$ cat config.mk
export PLATFORM = sky130hd
export DESIGN_NAME = scalar_reg_file
export DESIGN_NICKNAME = d
export VERILOG_FILES = /design/src/hw/simd_pkg.sv /design/src/hw/scalar_reg_file.sv
export SDC_FILE = /design/constraint.sdc
export NUM_CORES = 1
export LEC_CHECK = 0
export BUFFER_PORTS_ARGS = -buffer_cell sky130_fd_sc_hd__buf_2
export CAP_MARGIN = 20
export CORE_MARGIN = 2
export CORE_UTILIZATION = 57
export CTS_BUF_LIST = sky130_fd_sc_hd__clkbuf_16
export DETAILED_ROUTE_END_ITERATION = 16
export PLACE_DENSITY = 0.73
export SLEW_MARGIN = 20
export SYNTH_ARGS = -nofsm -noshare
export SYNTH_HDL_FRONTEND = slang
export SYNTH_SLANG_ARGS = --single-unit
export TNS_END_PERCENT = 100
$ cat constraint.sdc
create_clock -name clk -period 2.7 [get_ports clk]
set_input_delay 0.135 -clock clk [delete_from_list [all_inputs] [get_ports clk]]
set_output_delay 0.135 -clock clk [all_outputs]
set_load 0.02 [all_outputs]
$ cat src/hw/simd_pkg.sv
package simd_pkg;

	// machine sizes
	localparam int NUM_LANES     = 16;
	localparam int WORD_WIDTH    = 32;
	localparam int REG_COUNT     = 32;
	localparam int REG_SEL_WIDTH = 5;
	localparam int VECTOR_WIDTH  = NUM_LANES * WORD_WIDTH;	// 512

	// add, used for memory address offsets
	localparam logic [5:0] ALU_OP_ADD = 6'd5;

	// instruction field positions
	localparam int A_TYPE_MSB = 22;
	localparam int A_TYPE_LSB = 20;
	localparam int B_TYPE_MSB = 25;
	localparam int B_TYPE_LSB = 24;
	localparam int C_TYPE_MSB = 28;
	localparam int C_TYPE_LSB = 25;
	localparam int C_WB_BIT   = 29;	// load vs store

	// register fields, each REG_SEL_WIDTH wide
	localparam int REG_F0_LSB = 0;	// 4..0
	localparam int REG_F1_LSB = 5;	// 9..5, also dest
	localparam int REG_F2_LSB = 10;	// 14..10
	localparam int REG_F3_LSB = 15;	// 19..15

	typedef enum logic [2:0]
	{
		FMT_A,	// reg/reg
		FMT_B,	// immediate
		FMT_C,	// memory
		FMT_D,	// reserved
		FMT_E	// long immediate
	} instr_format_t;

	typedef enum logic [1:0]
	{
		OP2_SCALAR    = 2'd0,
		OP2_VECTOR    = 2'd1,
		OP2_IMMEDIATE = 2'd2
	} op2_src_t;

	// mask source, taken from the low NUM_LANES bits of a scalar read
	typedef enum logic [2:0]
	{
		MASK_S1     = 3'd0,
		MASK_NOT_S1 = 3'd1,
		MASK_S2     = 3'd2,
		MASK_NOT_S2 = 3'd3,
		MASK_NONE   = 3'd4	// all lanes on
	} mask_src_t;

endpackage

$ cat src/hw/scalar_reg_file.sv
`timescale 1ns/1ps

module scalar_reg_file import simd_pkg::*;
(
	input  logic                     clk,
	input  logic [REG_SEL_WIDTH-1:0] sel1_i,
	input  logic [REG_SEL_WIDTH-1:0] sel2_i,
	input  logic                     write_enable_i,
	input  logic [REG_SEL_WIDTH-1:0] write_reg_i,
	input  logic [WORD_WIDTH-1:0]    write_value_i,
	output logic [WORD_WIDTH-1:0]    value1_o,
	output logic [WORD_WIDTH-1:0]    value2_o
);

	logic [WORD_WIDTH-1:0] regs [REG_COUNT];

	always_ff @(posedge clk)
	begin
		if (write_enable_i)
			regs[write_reg_i] <= write_value_i;
	end

	// registered read, one cycle behind the select
	// same-cycle write is not visible yet
	always_ff @(posedge clk)
	begin
		value1_o <= regs[sel1_i];
		value2_o <= regs[sel2_i];
	end

endmodule

==> impl_metrics.yaml <==
finish:
  drive_gt1_share_pct: 12.9
  fillers: 5980
  design_area_sq_um: 56700
  seqCellArea_sq_um: 32000
  syn2layout_area_growth_pct: 13.3
  layout.nets: 3647
  multi_input_comb_area_sq_um: 16800
global_routing:
  grt_usage_pct: 32.6
  grt-ovfl-total: 0
  antenna_found_initial: 11
  grt_pass1_vias: 33100
  grt_max_degree: 69
  grt_pass1_wl_mm: 215
place:
  place.gp.congestion: 0.841
  io_buffers: 112
  hpwl_mm: 82.4
  dpl_cell_area_sq_um: 52800
floorplan:
  start_util_pct: 57.6
  fp.dieH_um: 300
  rows: 108
  core_sq_um: 86900
  ios: 113
  die_x_um: 300
  die_area_sq_um: 90200
detailed_routing:
  drt_wl_total_mm: 148
  ant_nets: 0
  drcViolationCount: 0
  drtIter0Drc: 4323
  dr.pass1.iters: 6
  routed-via-count: 33000
  wl_per_cell_um: 30.6
  drt-vias-per-instance: 6.81
sta:
  setup_viol: 0
  slew_headroom_pct: 39.4
  slew_violations: 0
  fmax_ghz: 0.636
  tightest_slew_ns: 0.909
  finalHoldViolations: 0
  period_minus_slack_ns: 1.57
  finalCritPeriodShare_pct: 58.3
  rsz0062_at_grt: "no"
  clock-skew-final_ns: 0.0254
  fin_setup_tns_ns: 0
synthesis:
  synth_area_leaders: "edfxtp_1 61%, mux2i_1 20%, a22oi_1 2.9%"
  synth_cell_types: 24
  yosysTopAreaCell: "edfxtp_1"
  synth-seq-cells: 1088
  ys_seq_area_share_pct: 64.0
  syn-num-nets: 3499
  synth.top_cell.area_share_pct: 61.4
  synth.cell_area_sq_um: 50100
  synth_cells: 3450
  ys_warn_count: 0
  syn_avg_cell_area_sq_um: 14.5
power:
  switching_share_pct: 23.2
  pwr-share-comb_pct: 8.8
  p_int_mw: 28.7
  p_clk_share_pct: 40.5
  power.leakage_nw: 21.3
  p_seq_share_pct: 50.7
  vdd_ir_drop_max_v: 0.000521
  p_switching_mw: 8.66
  power_density_nw_per_um2: 659
critical_path:
  cp_cell_sequence: "buf_2"
  crit_start: "value2_o[3]$_DFF_P_"
  cp.buffers_inverters: 1
  start_kind: "flip-flop"
  slowest_delay_ns: 0.51
  r2r-start: "regs[7][2]$_DFFE_PP_"
  path_class: "flip-flop to output port"
  critPathTopFamily: "flip-flops"
  end_kind: "output port"
  crit_arrival_ns: 1.44
  cp_data_required_time_ns: 2.57
  crit_slowest_cell: "dfxtp_1"
  cp_max_fo: 1
clocking:
  clkLatencyLatePin_ns: 0.70
  cts.sinks: 1088
  cts-htree-levels: 3
  tritoncts: "built"
  cts_resized: 0
  cts_made_buffers: 107
  clock-root-buffer: "clkbuf_16"
  clock_path_buffers: 3
  clk_pin_slew_ns: 0.06
flow_run:
  maxCapViolations: 0
hold_path:
  hold_class: "input pin to flip-flop"
  hold_start: "sel1_i[0]"
run_status:
  outcome: "complete, no violations"
## flip-flops by register name, summed over array words and instances, names as in the netlist
name,cells
regs,1024
value1_o,32
value2_o,32
## logic make-up (layout without fill, tap and decap cells)
group	after synthesis	in the layout	synth area share, %
other	0	6	0
multiplexers	1024	1024	20.5
AND/OR/NAND/NOR	509	509	4.59
AO/OA/AOI/OAI	576	576	7.84
flip-flops	1088	1088	64.0
buffers and inverters	253	493	3.13
## final timing paths
path | end | depth (start not counted) | slack (ns)
setup / recovery | value2_o[3] | 1 | 1.13
hold reg to reg | value2_o[1]$_DFF_P_ | 4 | 0.63
setup reg to reg | value1_o[2]$_DFF_P_ | 5 | 1.17
hold / removal | value1_o[31]$_DFF_P_ | 5 | 0.04
## repair_timing
| action | 4_1_cts | 5_1_grt |
|---|---|---|
| endpoints found under the setup margin | 0 | 0 |
| setup buffers | 0 | 0 |
| hold buffers | 32 | 0 |
| hold endpoints to repair | 1024 | 0 |
## synth_stat cells
| cell type | number |
|---|---|
| or2_2 | 2 |
| buf_1 | 1 |
| a22oi_1 | 192 |
| buf_6 | 45 |
| nor2_1 | 35 |
| a21oi_1 | 192 |
| nand2b_1 | 4 |
| and2_1 | 2 |
| nand3b_1 | 5 |
| nor3_1 | 64 |
| a31oi_1 | 64 |
| nand2_1 | 195 |
| buf_4 | 47 |
| nor2b_1 | 4 |
| clkbuf_4 | 4 |
| a22o_1 | 128 |
| edfxtp_1 | 1024 |
| clkbuf_1 | 86 |
| mux2i_1 | 1024 |
| dfxtp_1 | 64 |
| or3_1 | 1 |
| buf_2 | 70 |
| or3b_2 | 3 |
| nand3_1 | 194 |
## placed cells by master, fill, tap and decap left out
master and n:
mux2i_1 1024, edfxtp_1 1024, nand3_1 194, nand2_1 193, a22oi_1 192, a21oi_1 192
a22o_1 128, buf_2 110, clkbuf_16 108, buf_4 79, buf_12 69, nor3_1 64
a31oi_1 64, dfxtp_1 64, nor2_4 34, dlygate4sd3_1 32, clkinv_2 29, inv_1 21
bufinv_16 16, clkinv_1 15, diode_2 6, nand3b_1 5, nor2b_4 4, inv_6 4
clkinvlp_4 4, nand2b_2 3, or3b_2 3, and2_4 2, or2_2 2, nand2_2 2
clkinv_4 2, buf_8 2, nand2b_4 1, nor2_1 1, or3_1 1, inv_16 1
clkinv_8 1
## power groups by stage
stage / Combinational (mW) / Clock (mW) / Sequential (mW)
after floorplan: 1.84 / 0 / 19.4
after global placement: 3.13 / 0 / 19.3
after detailed placement: 3.19 / 0 / 19.3
after CTS: 3.24 / 15.2 / 19.0
after global routing: 3.45 / 15.9 / 19.0
final: 3.30 / 15.1 / 19.0
## per-layer routing
metal | part of all wire (%) | vias up | track usage [%]
met5 | 0.053 | - | 0
met4 | 4.7 | 14 | 15.2
met2 | 46 | 2041 | 51.1
met1 | 39 | 16600 | 44.0
met3 | 10 | 450 | 6.47
li1 | - | 13900 | -
## stage by stage
step           hold slack (ns)  instances  worst slack [ns]  util [%]  power [mW]
2_1_floorplan            0.234       3450             0.131         -        21.2
3_3_place_gp             0.551       4612             0.645      60.8        22.4
3_5_place_dp             0.554       4612             0.576      60.8        22.5
4_1_cts                 0.0161       4845              1.12      65.3        37.4
5_1_grt                 0.0652       4849              1.13      65.3        38.4
6_report                0.0447       4851              1.13      65.3        37.4
## final cells by class
class / count / area share, %
Sequential cell: 1088 / 56.5
Multi-Input combinational cell: 2109 / 29.6
Timing Repair Buffer: 292 / 5.07
Clock buffer: 108 / 4.76
Tap cell: 1155 / 2.55
Clock inverter: 93 / 1.55
Antenna cell: 6 / 0.0265
Power figures use the tool's default switching activity.
