==> src/hw/simd_pkg.sv <==
package simd_pkg;

	// machine sizes
	localparam int NUM_LANES     = 16;
	localparam int WORD_WIDTH    = 32;
	localparam int REG_COUNT     = 32;
	localparam int REG_SEL_WIDTH = 5;
	localparam int VECTOR_WIDTH  = NUM_LANES * WORD_WIDTH;	// 512

	// add, used for memory address offsets
	localparam logic [5:0] ALU_OP_ADD = 6'd5;

	// instruction field positions
	localparam int A_TYPE_MSB = 22;
	localparam int A_TYPE_LSB = 20;
	localparam int B_TYPE_MSB = 25;
	localparam int B_TYPE_LSB = 24;
	localparam int C_TYPE_MSB = 28;
	localparam int C_TYPE_LSB = 25;
	localparam int C_WB_BIT   = 29;	// load vs store

	// register fields, each REG_SEL_WIDTH wide
	localparam int REG_F0_LSB = 0;	// 4..0
	localparam int REG_F1_LSB = 5;	// 9..5, also dest
	localparam int REG_F2_LSB = 10;	// 14..10
	localparam int REG_F3_LSB = 15;	// 19..15

	typedef enum logic [2:0]
	{
		FMT_A,	// reg/reg
		FMT_B,	// immediate
		FMT_C,	// memory
		FMT_D,	// reserved
		FMT_E	// long immediate
	} instr_format_t;

	typedef enum logic [1:0]
	{
		OP2_SCALAR    = 2'd0,
		OP2_VECTOR    = 2'd1,
		OP2_IMMEDIATE = 2'd2
	} op2_src_t;

	// mask source, taken from the low NUM_LANES bits of a scalar read
	typedef enum logic [2:0]
	{
		MASK_S1     = 3'd0,
		MASK_NOT_S1 = 3'd1,
		MASK_S2     = 3'd2,
		MASK_NOT_S2 = 3'd3,
		MASK_NONE   = 3'd4	// all lanes on
	} mask_src_t;

endpackage

==> src/hw/decode_stage.sv <==
`timescale 1ns/1ps

module decode_stage import simd_pkg::*;
(
	input  logic                     clk,
	input  logic                     reset_i,
	input  logic                     flush_i,
	input  logic [31:0]              instruction_i,
	input  logic [31:0]              pc_i,
	input  logic [3:0]               lane_select_i,
	output logic [REG_SEL_WIDTH-1:0] scalar_sel1_o,
	output logic [REG_SEL_WIDTH-1:0] scalar_sel2_o,
	output logic [REG_SEL_WIDTH-1:0] vector_sel1_o,
	output logic [REG_SEL_WIDTH-1:0] vector_sel2_o,
	output logic [31:0]              instruction_o,
	output logic [31:0]              pc_o,
	output logic [WORD_WIDTH-1:0]    immediate_o,
	output logic                     op1_is_vector_o,
	output op2_src_t                 op2_src_o,
	output mask_src_t                mask_src_o,
	output logic                     store_value_is_vector_o,
	output logic                     has_writeback_o,
	output logic [REG_SEL_WIDTH-1:0] writeback_reg_o,
	output logic                     writeback_is_vector_o,
	output logic [5:0]               alu_op_o,
	output logic [3:0]               lane_select_o
);

	instr_format_t          fmt;
	logic [2:0]             a_type;
	logic [1:0]             b_type;
	logic [3:0]             c_type;
	logic                   c_scalar;	// C type 0..5
	logic [WORD_WIDTH-1:0]  immediate_nxt;
	logic                   op1_is_vector_nxt;
	op2_src_t               op2_src_nxt;
	mask_src_t              mask_src_nxt;
	logic [5:0]             alu_op_nxt;
	logic                   has_writeback_nxt;
	logic                   writeback_is_vector_nxt;

	assign a_type   = instruction_i[A_TYPE_MSB:A_TYPE_LSB];
	assign b_type   = instruction_i[B_TYPE_MSB:B_TYPE_LSB];
	assign c_type   = instruction_i[C_TYPE_MSB:C_TYPE_LSB];
	assign c_scalar = fmt == FMT_C && c_type <= 4'd5;

	// format from top bits; 1100 overlaps A and goes to D
	always_comb
	begin
		fmt = FMT_A;	// 1101, 1110
		if (!instruction_i[31])
			fmt = FMT_B;
		else if (!instruction_i[30])
			fmt = FMT_C;
		else if (instruction_i[31:28] == 4'b1100)
			fmt = FMT_D;
		else if (instruction_i[31:28] == 4'b1111)
			fmt = FMT_E;
	end

	// selects go straight out, the register files add the cycle
	always_comb
	begin
		if (fmt == FMT_A && a_type != 3'd0 && a_type <= 3'd3)
			scalar_sel1_o = instruction_i[REG_F2_LSB +: REG_SEL_WIDTH];	// s2 busy, mask via s1
		else
			scalar_sel1_o = instruction_i[REG_F0_LSB +: REG_SEL_WIDTH];

		if (c_scalar && !instruction_i[C_WB_BIT])
			scalar_sel2_o = instruction_i[REG_F1_LSB +: REG_SEL_WIDTH];	// scalar store value
		else if (fmt == FMT_A && !a_type[2])
			scalar_sel2_o = instruction_i[REG_F3_LSB +: REG_SEL_WIDTH];	// src2
		else
			scalar_sel2_o = instruction_i[REG_F2_LSB +: REG_SEL_WIDTH];	// mask

		vector_sel1_o = instruction_i[REG_F0_LSB +: REG_SEL_WIDTH];
		if (fmt == FMT_A && a_type[2] && a_type != 3'd7)
			vector_sel2_o = instruction_i[REG_F3_LSB +: REG_SEL_WIDTH];	// src2
		else
			vector_sel2_o = instruction_i[REG_F1_LSB +: REG_SEL_WIDTH];	// store value
	end

	// sign extended immediates
	always_comb
	begin
		case (fmt)
			FMT_B:        immediate_nxt = {{23{instruction_i[23]}}, instruction_i[23:15]};
			FMT_C, FMT_D: immediate_nxt = {{22{instruction_i[24]}}, instruction_i[24:15]};
			default:      immediate_nxt = {{11{instruction_i[25]}}, instruction_i[25:5]};
		endcase
	end

	always_comb
	begin
		case (fmt)
			FMT_A:   op1_is_vector_nxt = a_type != 3'd0;
			FMT_B:   op1_is_vector_nxt = b_type != 2'd0;
			FMT_C:   op1_is_vector_nxt = c_type >= 4'd12 && c_type <= 4'd14;	// scatter/gather
			default: op1_is_vector_nxt = 1'b0;
		endcase

		if (fmt == FMT_A)
			op2_src_nxt = instruction_i[22] ? OP2_VECTOR : OP2_SCALAR;
		else
			op2_src_nxt = OP2_IMMEDIATE;
	end

	// lane mask source per format
	always_comb
	begin
		mask_src_nxt = MASK_NONE;
		if (fmt == FMT_A)
		begin
			case (a_type)
				3'd2:    mask_src_nxt = MASK_S1;		// vector/scalar masked
				3'd3:    mask_src_nxt = MASK_NOT_S1;
				3'd5:    mask_src_nxt = MASK_S2;		// vector/vector masked
				3'd6:    mask_src_nxt = MASK_NOT_S2;
				3'd7:    mask_src_nxt = MASK_S1;		// reserved type
				default: mask_src_nxt = MASK_NONE;	// 0, 1, 4 unmasked
			endcase
		end
		else if (fmt == FMT_B)
		begin
			if (b_type == 2'd2)
				mask_src_nxt = MASK_NOT_S2;
		end
		else if (fmt == FMT_C)
		begin
			case (c_type)
				4'd7, 4'd10, 4'd13: mask_src_nxt = MASK_S2;	// block, strided, scatter
				4'd8, 4'd11, 4'd14: mask_src_nxt = MASK_NOT_S2;
				default:            mask_src_nxt = MASK_NONE;
			endcase
		end
	end

	always_comb
	begin
		case (fmt)
			FMT_A:   alu_op_nxt = instruction_i[28:23];
			FMT_B:   alu_op_nxt = {1'b0, instruction_i[30:26]};
			default: alu_op_nxt = ALU_OP_ADD;	// address offset
		endcase

		// all-zero word is a nop
		has_writeback_nxt = (fmt == FMT_A || fmt == FMT_B
			|| (fmt == FMT_C && instruction_i[C_WB_BIT])) && instruction_i != 32'd0;

		case (fmt)
			FMT_A:   writeback_is_vector_nxt = a_type != 3'd0;
			FMT_B:   writeback_is_vector_nxt = b_type != 2'd0;
			default: writeback_is_vector_nxt = c_type >= 4'd5;
		endcase
	end

	// decoded fields line up with register file read data
	always_ff @(posedge clk)
	begin
		if (reset_i || flush_i)
		begin
			instruction_o           <= '0;
			pc_o                    <= '0;
			immediate_o             <= '0;
			op1_is_vector_o         <= 1'b0;
			op2_src_o               <= OP2_SCALAR;
			mask_src_o              <= MASK_S1;	// encoding 0
			store_value_is_vector_o <= 1'b0;
			has_writeback_o         <= 1'b0;
			writeback_reg_o         <= '0;
			writeback_is_vector_o   <= 1'b0;
			alu_op_o                <= '0;
			lane_select_o           <= '0;
		end
		else
		begin
			instruction_o           <= instruction_i;
			pc_o                    <= pc_i;
			immediate_o             <= immediate_nxt;
			op1_is_vector_o         <= op1_is_vector_nxt;
			op2_src_o               <= op2_src_nxt;
			mask_src_o              <= mask_src_nxt;
			store_value_is_vector_o <= !c_scalar;
			has_writeback_o         <= has_writeback_nxt;
			writeback_reg_o         <= instruction_i[REG_F1_LSB +: REG_SEL_WIDTH];
			writeback_is_vector_o   <= writeback_is_vector_nxt;
			alu_op_o                <= alu_op_nxt;
			lane_select_o           <= lane_select_i;
		end
	end

endmodule

==> config.mk <==
export PLATFORM = sky130hd
export DESIGN_NAME = decode_stage
export DESIGN_NICKNAME = d
export VERILOG_FILES = /design/src/hw/simd_pkg.sv /design/src/hw/decode_stage.sv
export SDC_FILE = /design/constraint.sdc
export NUM_CORES = 1
export LEC_CHECK = 0
export BUFFER_PORTS_ARGS = -buffer_cell sky130_fd_sc_hd__buf_2
export CELL_PAD_IN_SITES_DETAIL_PLACEMENT = 1
export CELL_PAD_IN_SITES_GLOBAL_PLACEMENT = 2
export CORE_UTILIZATION = 27
export CTS_BUF_LIST = sky130_fd_sc_hd__clkbuf_4
export DETAILED_ROUTE_END_ITERATION = 6
export PLACE_DENSITY_LB_ADDON = 0.1
export SYNTH_ARGS = -nofsm -noshare
export SYNTH_HDL_FRONTEND = slang
export SYNTH_SLANG_ARGS = --single-unit
==> constraint.sdc <==
create_clock -name clk -period 1.85 [get_ports clk]
set_input_delay 0.185 -clock clk [delete_from_list [all_inputs] [get_ports clk]]
set_output_delay 0.185 -clock clk [all_outputs]
set_load 0.02 [all_outputs]
==> key figures <==
Die
  – Core area: 13,200 um^2
  – Die Y: 119 um
  – Io pins: 211
  – Die area: 14,100 um^2
  – Initial core utilization: 0.277
  – Cell Rows: 42
  – Die width: 119 um

Global route
  – Initial antenna violation count: 2
  – Pin count of the biggest net entering global routing: 27
  – All-layer global routing usage: 0.176
  – Gr ovfl total: 0
  – GR peak layer: met2
  – GRT met1 Usage: 0.205
  – Met2 usage: 0.302
  – Met3 Resource Use GR: 0.0560
  – First-pass GRT wire length: 18.7 mm
  – Vias in the first global route: 3,502

Clock network
  – Worst-path clk slew: 160 ps
  – Resized cells post-CTS: 0
  – Post-CTS Setup Bufs: 0
  – CTS buffer count: 9
  – CTS tree: done
  – H-tree Lvls: 3
  – Total clock sinks: 104
  – Clock root buffer master: clkbuf_4
  – Clk buf depth: 2
  – Post-CTS Hold Fix Bufs: 56

Final layout
  – Multi-input logic area: 1340 um^2
  – Area delta synth->final: 50.3%
  – Layout cells sized above 1: 0.419
  – Register area: 2080 um^2
  – Final nets: 674
  – Fillers: 1,569
  – Final Core Density: 0.417
  – Post-route insts no fill: 786

STA
  – Period utilization: 0.922
  – # setup viols final: 0
  – Final Max Slew Viols: 0
  – RSZ-0062 raised after global routing: false
  – F_max: 0.586 GHz
  – Worst setup margin: 144 ps
  – Actual slew at the worst max-slew pin: 624 ps
  – Worst rel slew slack: 0.583
  – Setup TNS: 0 ps
  – Final Hold Viols: 0
  – Fin crit period: 1710 ps

Synth
  – Post-Synth XOR/XNOR Area: 0.0140
  – Post-Synth Adder-Cell Area: 0
  – Largest family of logic cells by synthesized area: simple AND/OR/NAND/NOR gates
  – #FFs+latches synth: 104
  – Multiplexer share of the synthesized area: 0.0688
  – Post-Synth Simple-Gate Area: 0.210
  – Synthesized instance count: 353
  – Yosys Warn Count: 0
  – Mapped cell area: 3670 um^2
  – Syn Area/Cell: 10.4 um^2
  – Post-synthesis compound-gate area fraction: 0.0712
  – Library cells used by synthesis: 37
  – Sequential cell area fraction in the yosys report: 0.567
  – Syn_nets: 424

Place
  – Global placer's final weighted congestion: 0.798
  – Dpl ws: 161 ps
  – IO Port Bufs: 210
  – HPWL after detailed placement: 8.66 mm
  – # placed instances: 711

Status
  – Run status: finished clean

Pwr
  – PwrDens: 790 nW/um^2
  – Leak pwr: 2.82 nW
  – Worst vdd ir: 0.296 mV

Detailed routing
  – Post-DRT Antenna Nets: 0
  – DRC: 0
  – Initial drt markers: 85
  – Final WL: 12.1 mm
  – TritonRoute pass-1 iters: 4
  – Vias per cell: 4.25
  – DR vias: 3,343
  – Per-cell routed wire length: 15.4 um

Worst hold path
  – Hold Crit Class: input port to flip-flop

Critical path
  – Worst EP arrival: 1520 ps
  – Critical path class: input port to output pin
  – Crit path max fanout: 10
  – Crit. End Element: output pin
  – Critical path data required time: 1660 ps
  – CP Launch Type: input port

Job
  – MaxCap Viol Count: 0
==> worst max-delay path, cell delays in order <==
cell and delay [ps]:
buf_2 180, and2_1 250, nand2_2 100, nor3_4 270, mux2_2 380, buf_2 160
==> final cells by class <==
cell class              instances  area share
clock buffers                   9      0.0122
diodes                          2    0.000907
repair buffers                280       0.311
well taps                     176      0.0399
clock inverters                 7      0.0129
inverters                       3     0.00204
flip-flops and latches        104       0.377
multi-input cells             205       0.243
==> power by group <==
group	total [mW]	switching, mW	leakage [nW]	internal (mW)
combinational	0.803	0.463	1.89	0.340
clock	1.20	0.780	0.0753	0.416
sequential	2.36	0.0249	0.854	2.34
==> synthesized netlist by cell type (all sizes together) <==
cell	instances	area share
a21boi	2	0.0041
a21o	9	0.018
a21oi	11	0.015
a221oi	2	0.0048
a22oi	1	0.0020
a31oi	2	0.0034
and2	66	0.11
buf	26	0.051
clkbuf	15	0.015
dfxtp	104	0.57
inv	3	0.0031
mux2	10	0.031
mux2i	14	0.038
nand2	14	0.015
nand2b	2	0.0034
nand3	4	0.0055
nand3b	1	0.0020
nand4	3	0.0051
nor2	27	0.028
nor2b	6	0.010
nor3	4	0.012
nor4	7	0.012
nor4b	1	0.0024
o211ai	1	0.0020
o21a	1	0.0020
o21ai	6	0.0082
o21bai	2	0.0041
o22a	3	0.0072
or2	1	0.0017
xnor2	1	0.0024
xor2	4	0.012
==> logic make-up (layout without fill, tap and decap cells) <==
kind of cell / count (synthesis) / after routing
simple gates: 136 / 136
compound gates: 40 / 40
other cells: 0 / 2
buf+inv: 44 / 299
xor+xnor: 5 / 5
mux: 24 / 24
flops: 104 / 104
==> cells in the final DEF (no fill, tap or decap), types with 2 or more instances in the layout <==
master | synthesis | layout
nor2_1 | 26 | 25
o21bai_1 | 2 | 2
a21boi_0 | 2 | 2
nand4_1 | 3 | 3
nand2_1 | 13 | 13
buf_4 | 23 | 13
dfxtp_1 | 104 | 104
a221oi_1 | 2 | 2
a21oi_1 | 11 | 11
o22a_1 | 3 | 3
xor2_1 | 3 | 3
diode_2 | 0 | 2
a21o_1 | 9 | 9
o21ai_0 | 5 | 5
clkbuf_4 | 0 | 9
nor3_4 | 2 | 2
nor3_1 | 2 | 2
clkinv_2 | 0 | 2
buf_2 | 3 | 210
nand2b_1 | 2 | 2
nand3_1 | 4 | 4
inv_1 | 3 | 3
mux2i_1 | 14 | 14
a31oi_1 | 2 | 2
dlygate4sd3_1 | 0 | 57
nor2b_1 | 6 | 6
mux2_2 | 10 | 10
nor4_1 | 7 | 7
and2_1 | 66 | 66
==> worst paths after layout <==
kind	endpoint	from	cells after the start	slack [ps]
max	scalar_sel1_o[4]	instruction_i[31]	6	140
min	immediate_o[8]	instruction_i[23]	3	50
==> metrics by stage <==
stage / total power [mW] / area [um^2] / hold WS (ps)
final: 4.36 / 5520 / 47.0
after global routing: 4.59 / 5520 / 13.7
after CTS: 4.43 / 5500 / 2.67
after detailed placement: 3.13 / 4800 / 389
after global placement: 3.12 / 4800 / 383
after floorplan: 2.84 / 3670 / 295
==> per-layer routing <==
| layer | up-vias | wire, um |
|---|---|---|
| met5 | - | 0 |
| met4 | 0 | 157 |
| met3 | 12 | 861 |
| met2 | 139 | 5850 |
| met1 | 1556 | 5210 |
| li1 | 1636 | - |
==> state kept, by name, summed over array words and instances (netlist names), 2 cells and up <==
signal and cells:
alu_op_o 6, immediate_o 21, instruction_o 32, mask_src_o 3, pc_o 32, lane_select_o 4, op2_src_o 2
Power figures use the tool's default switching activity.
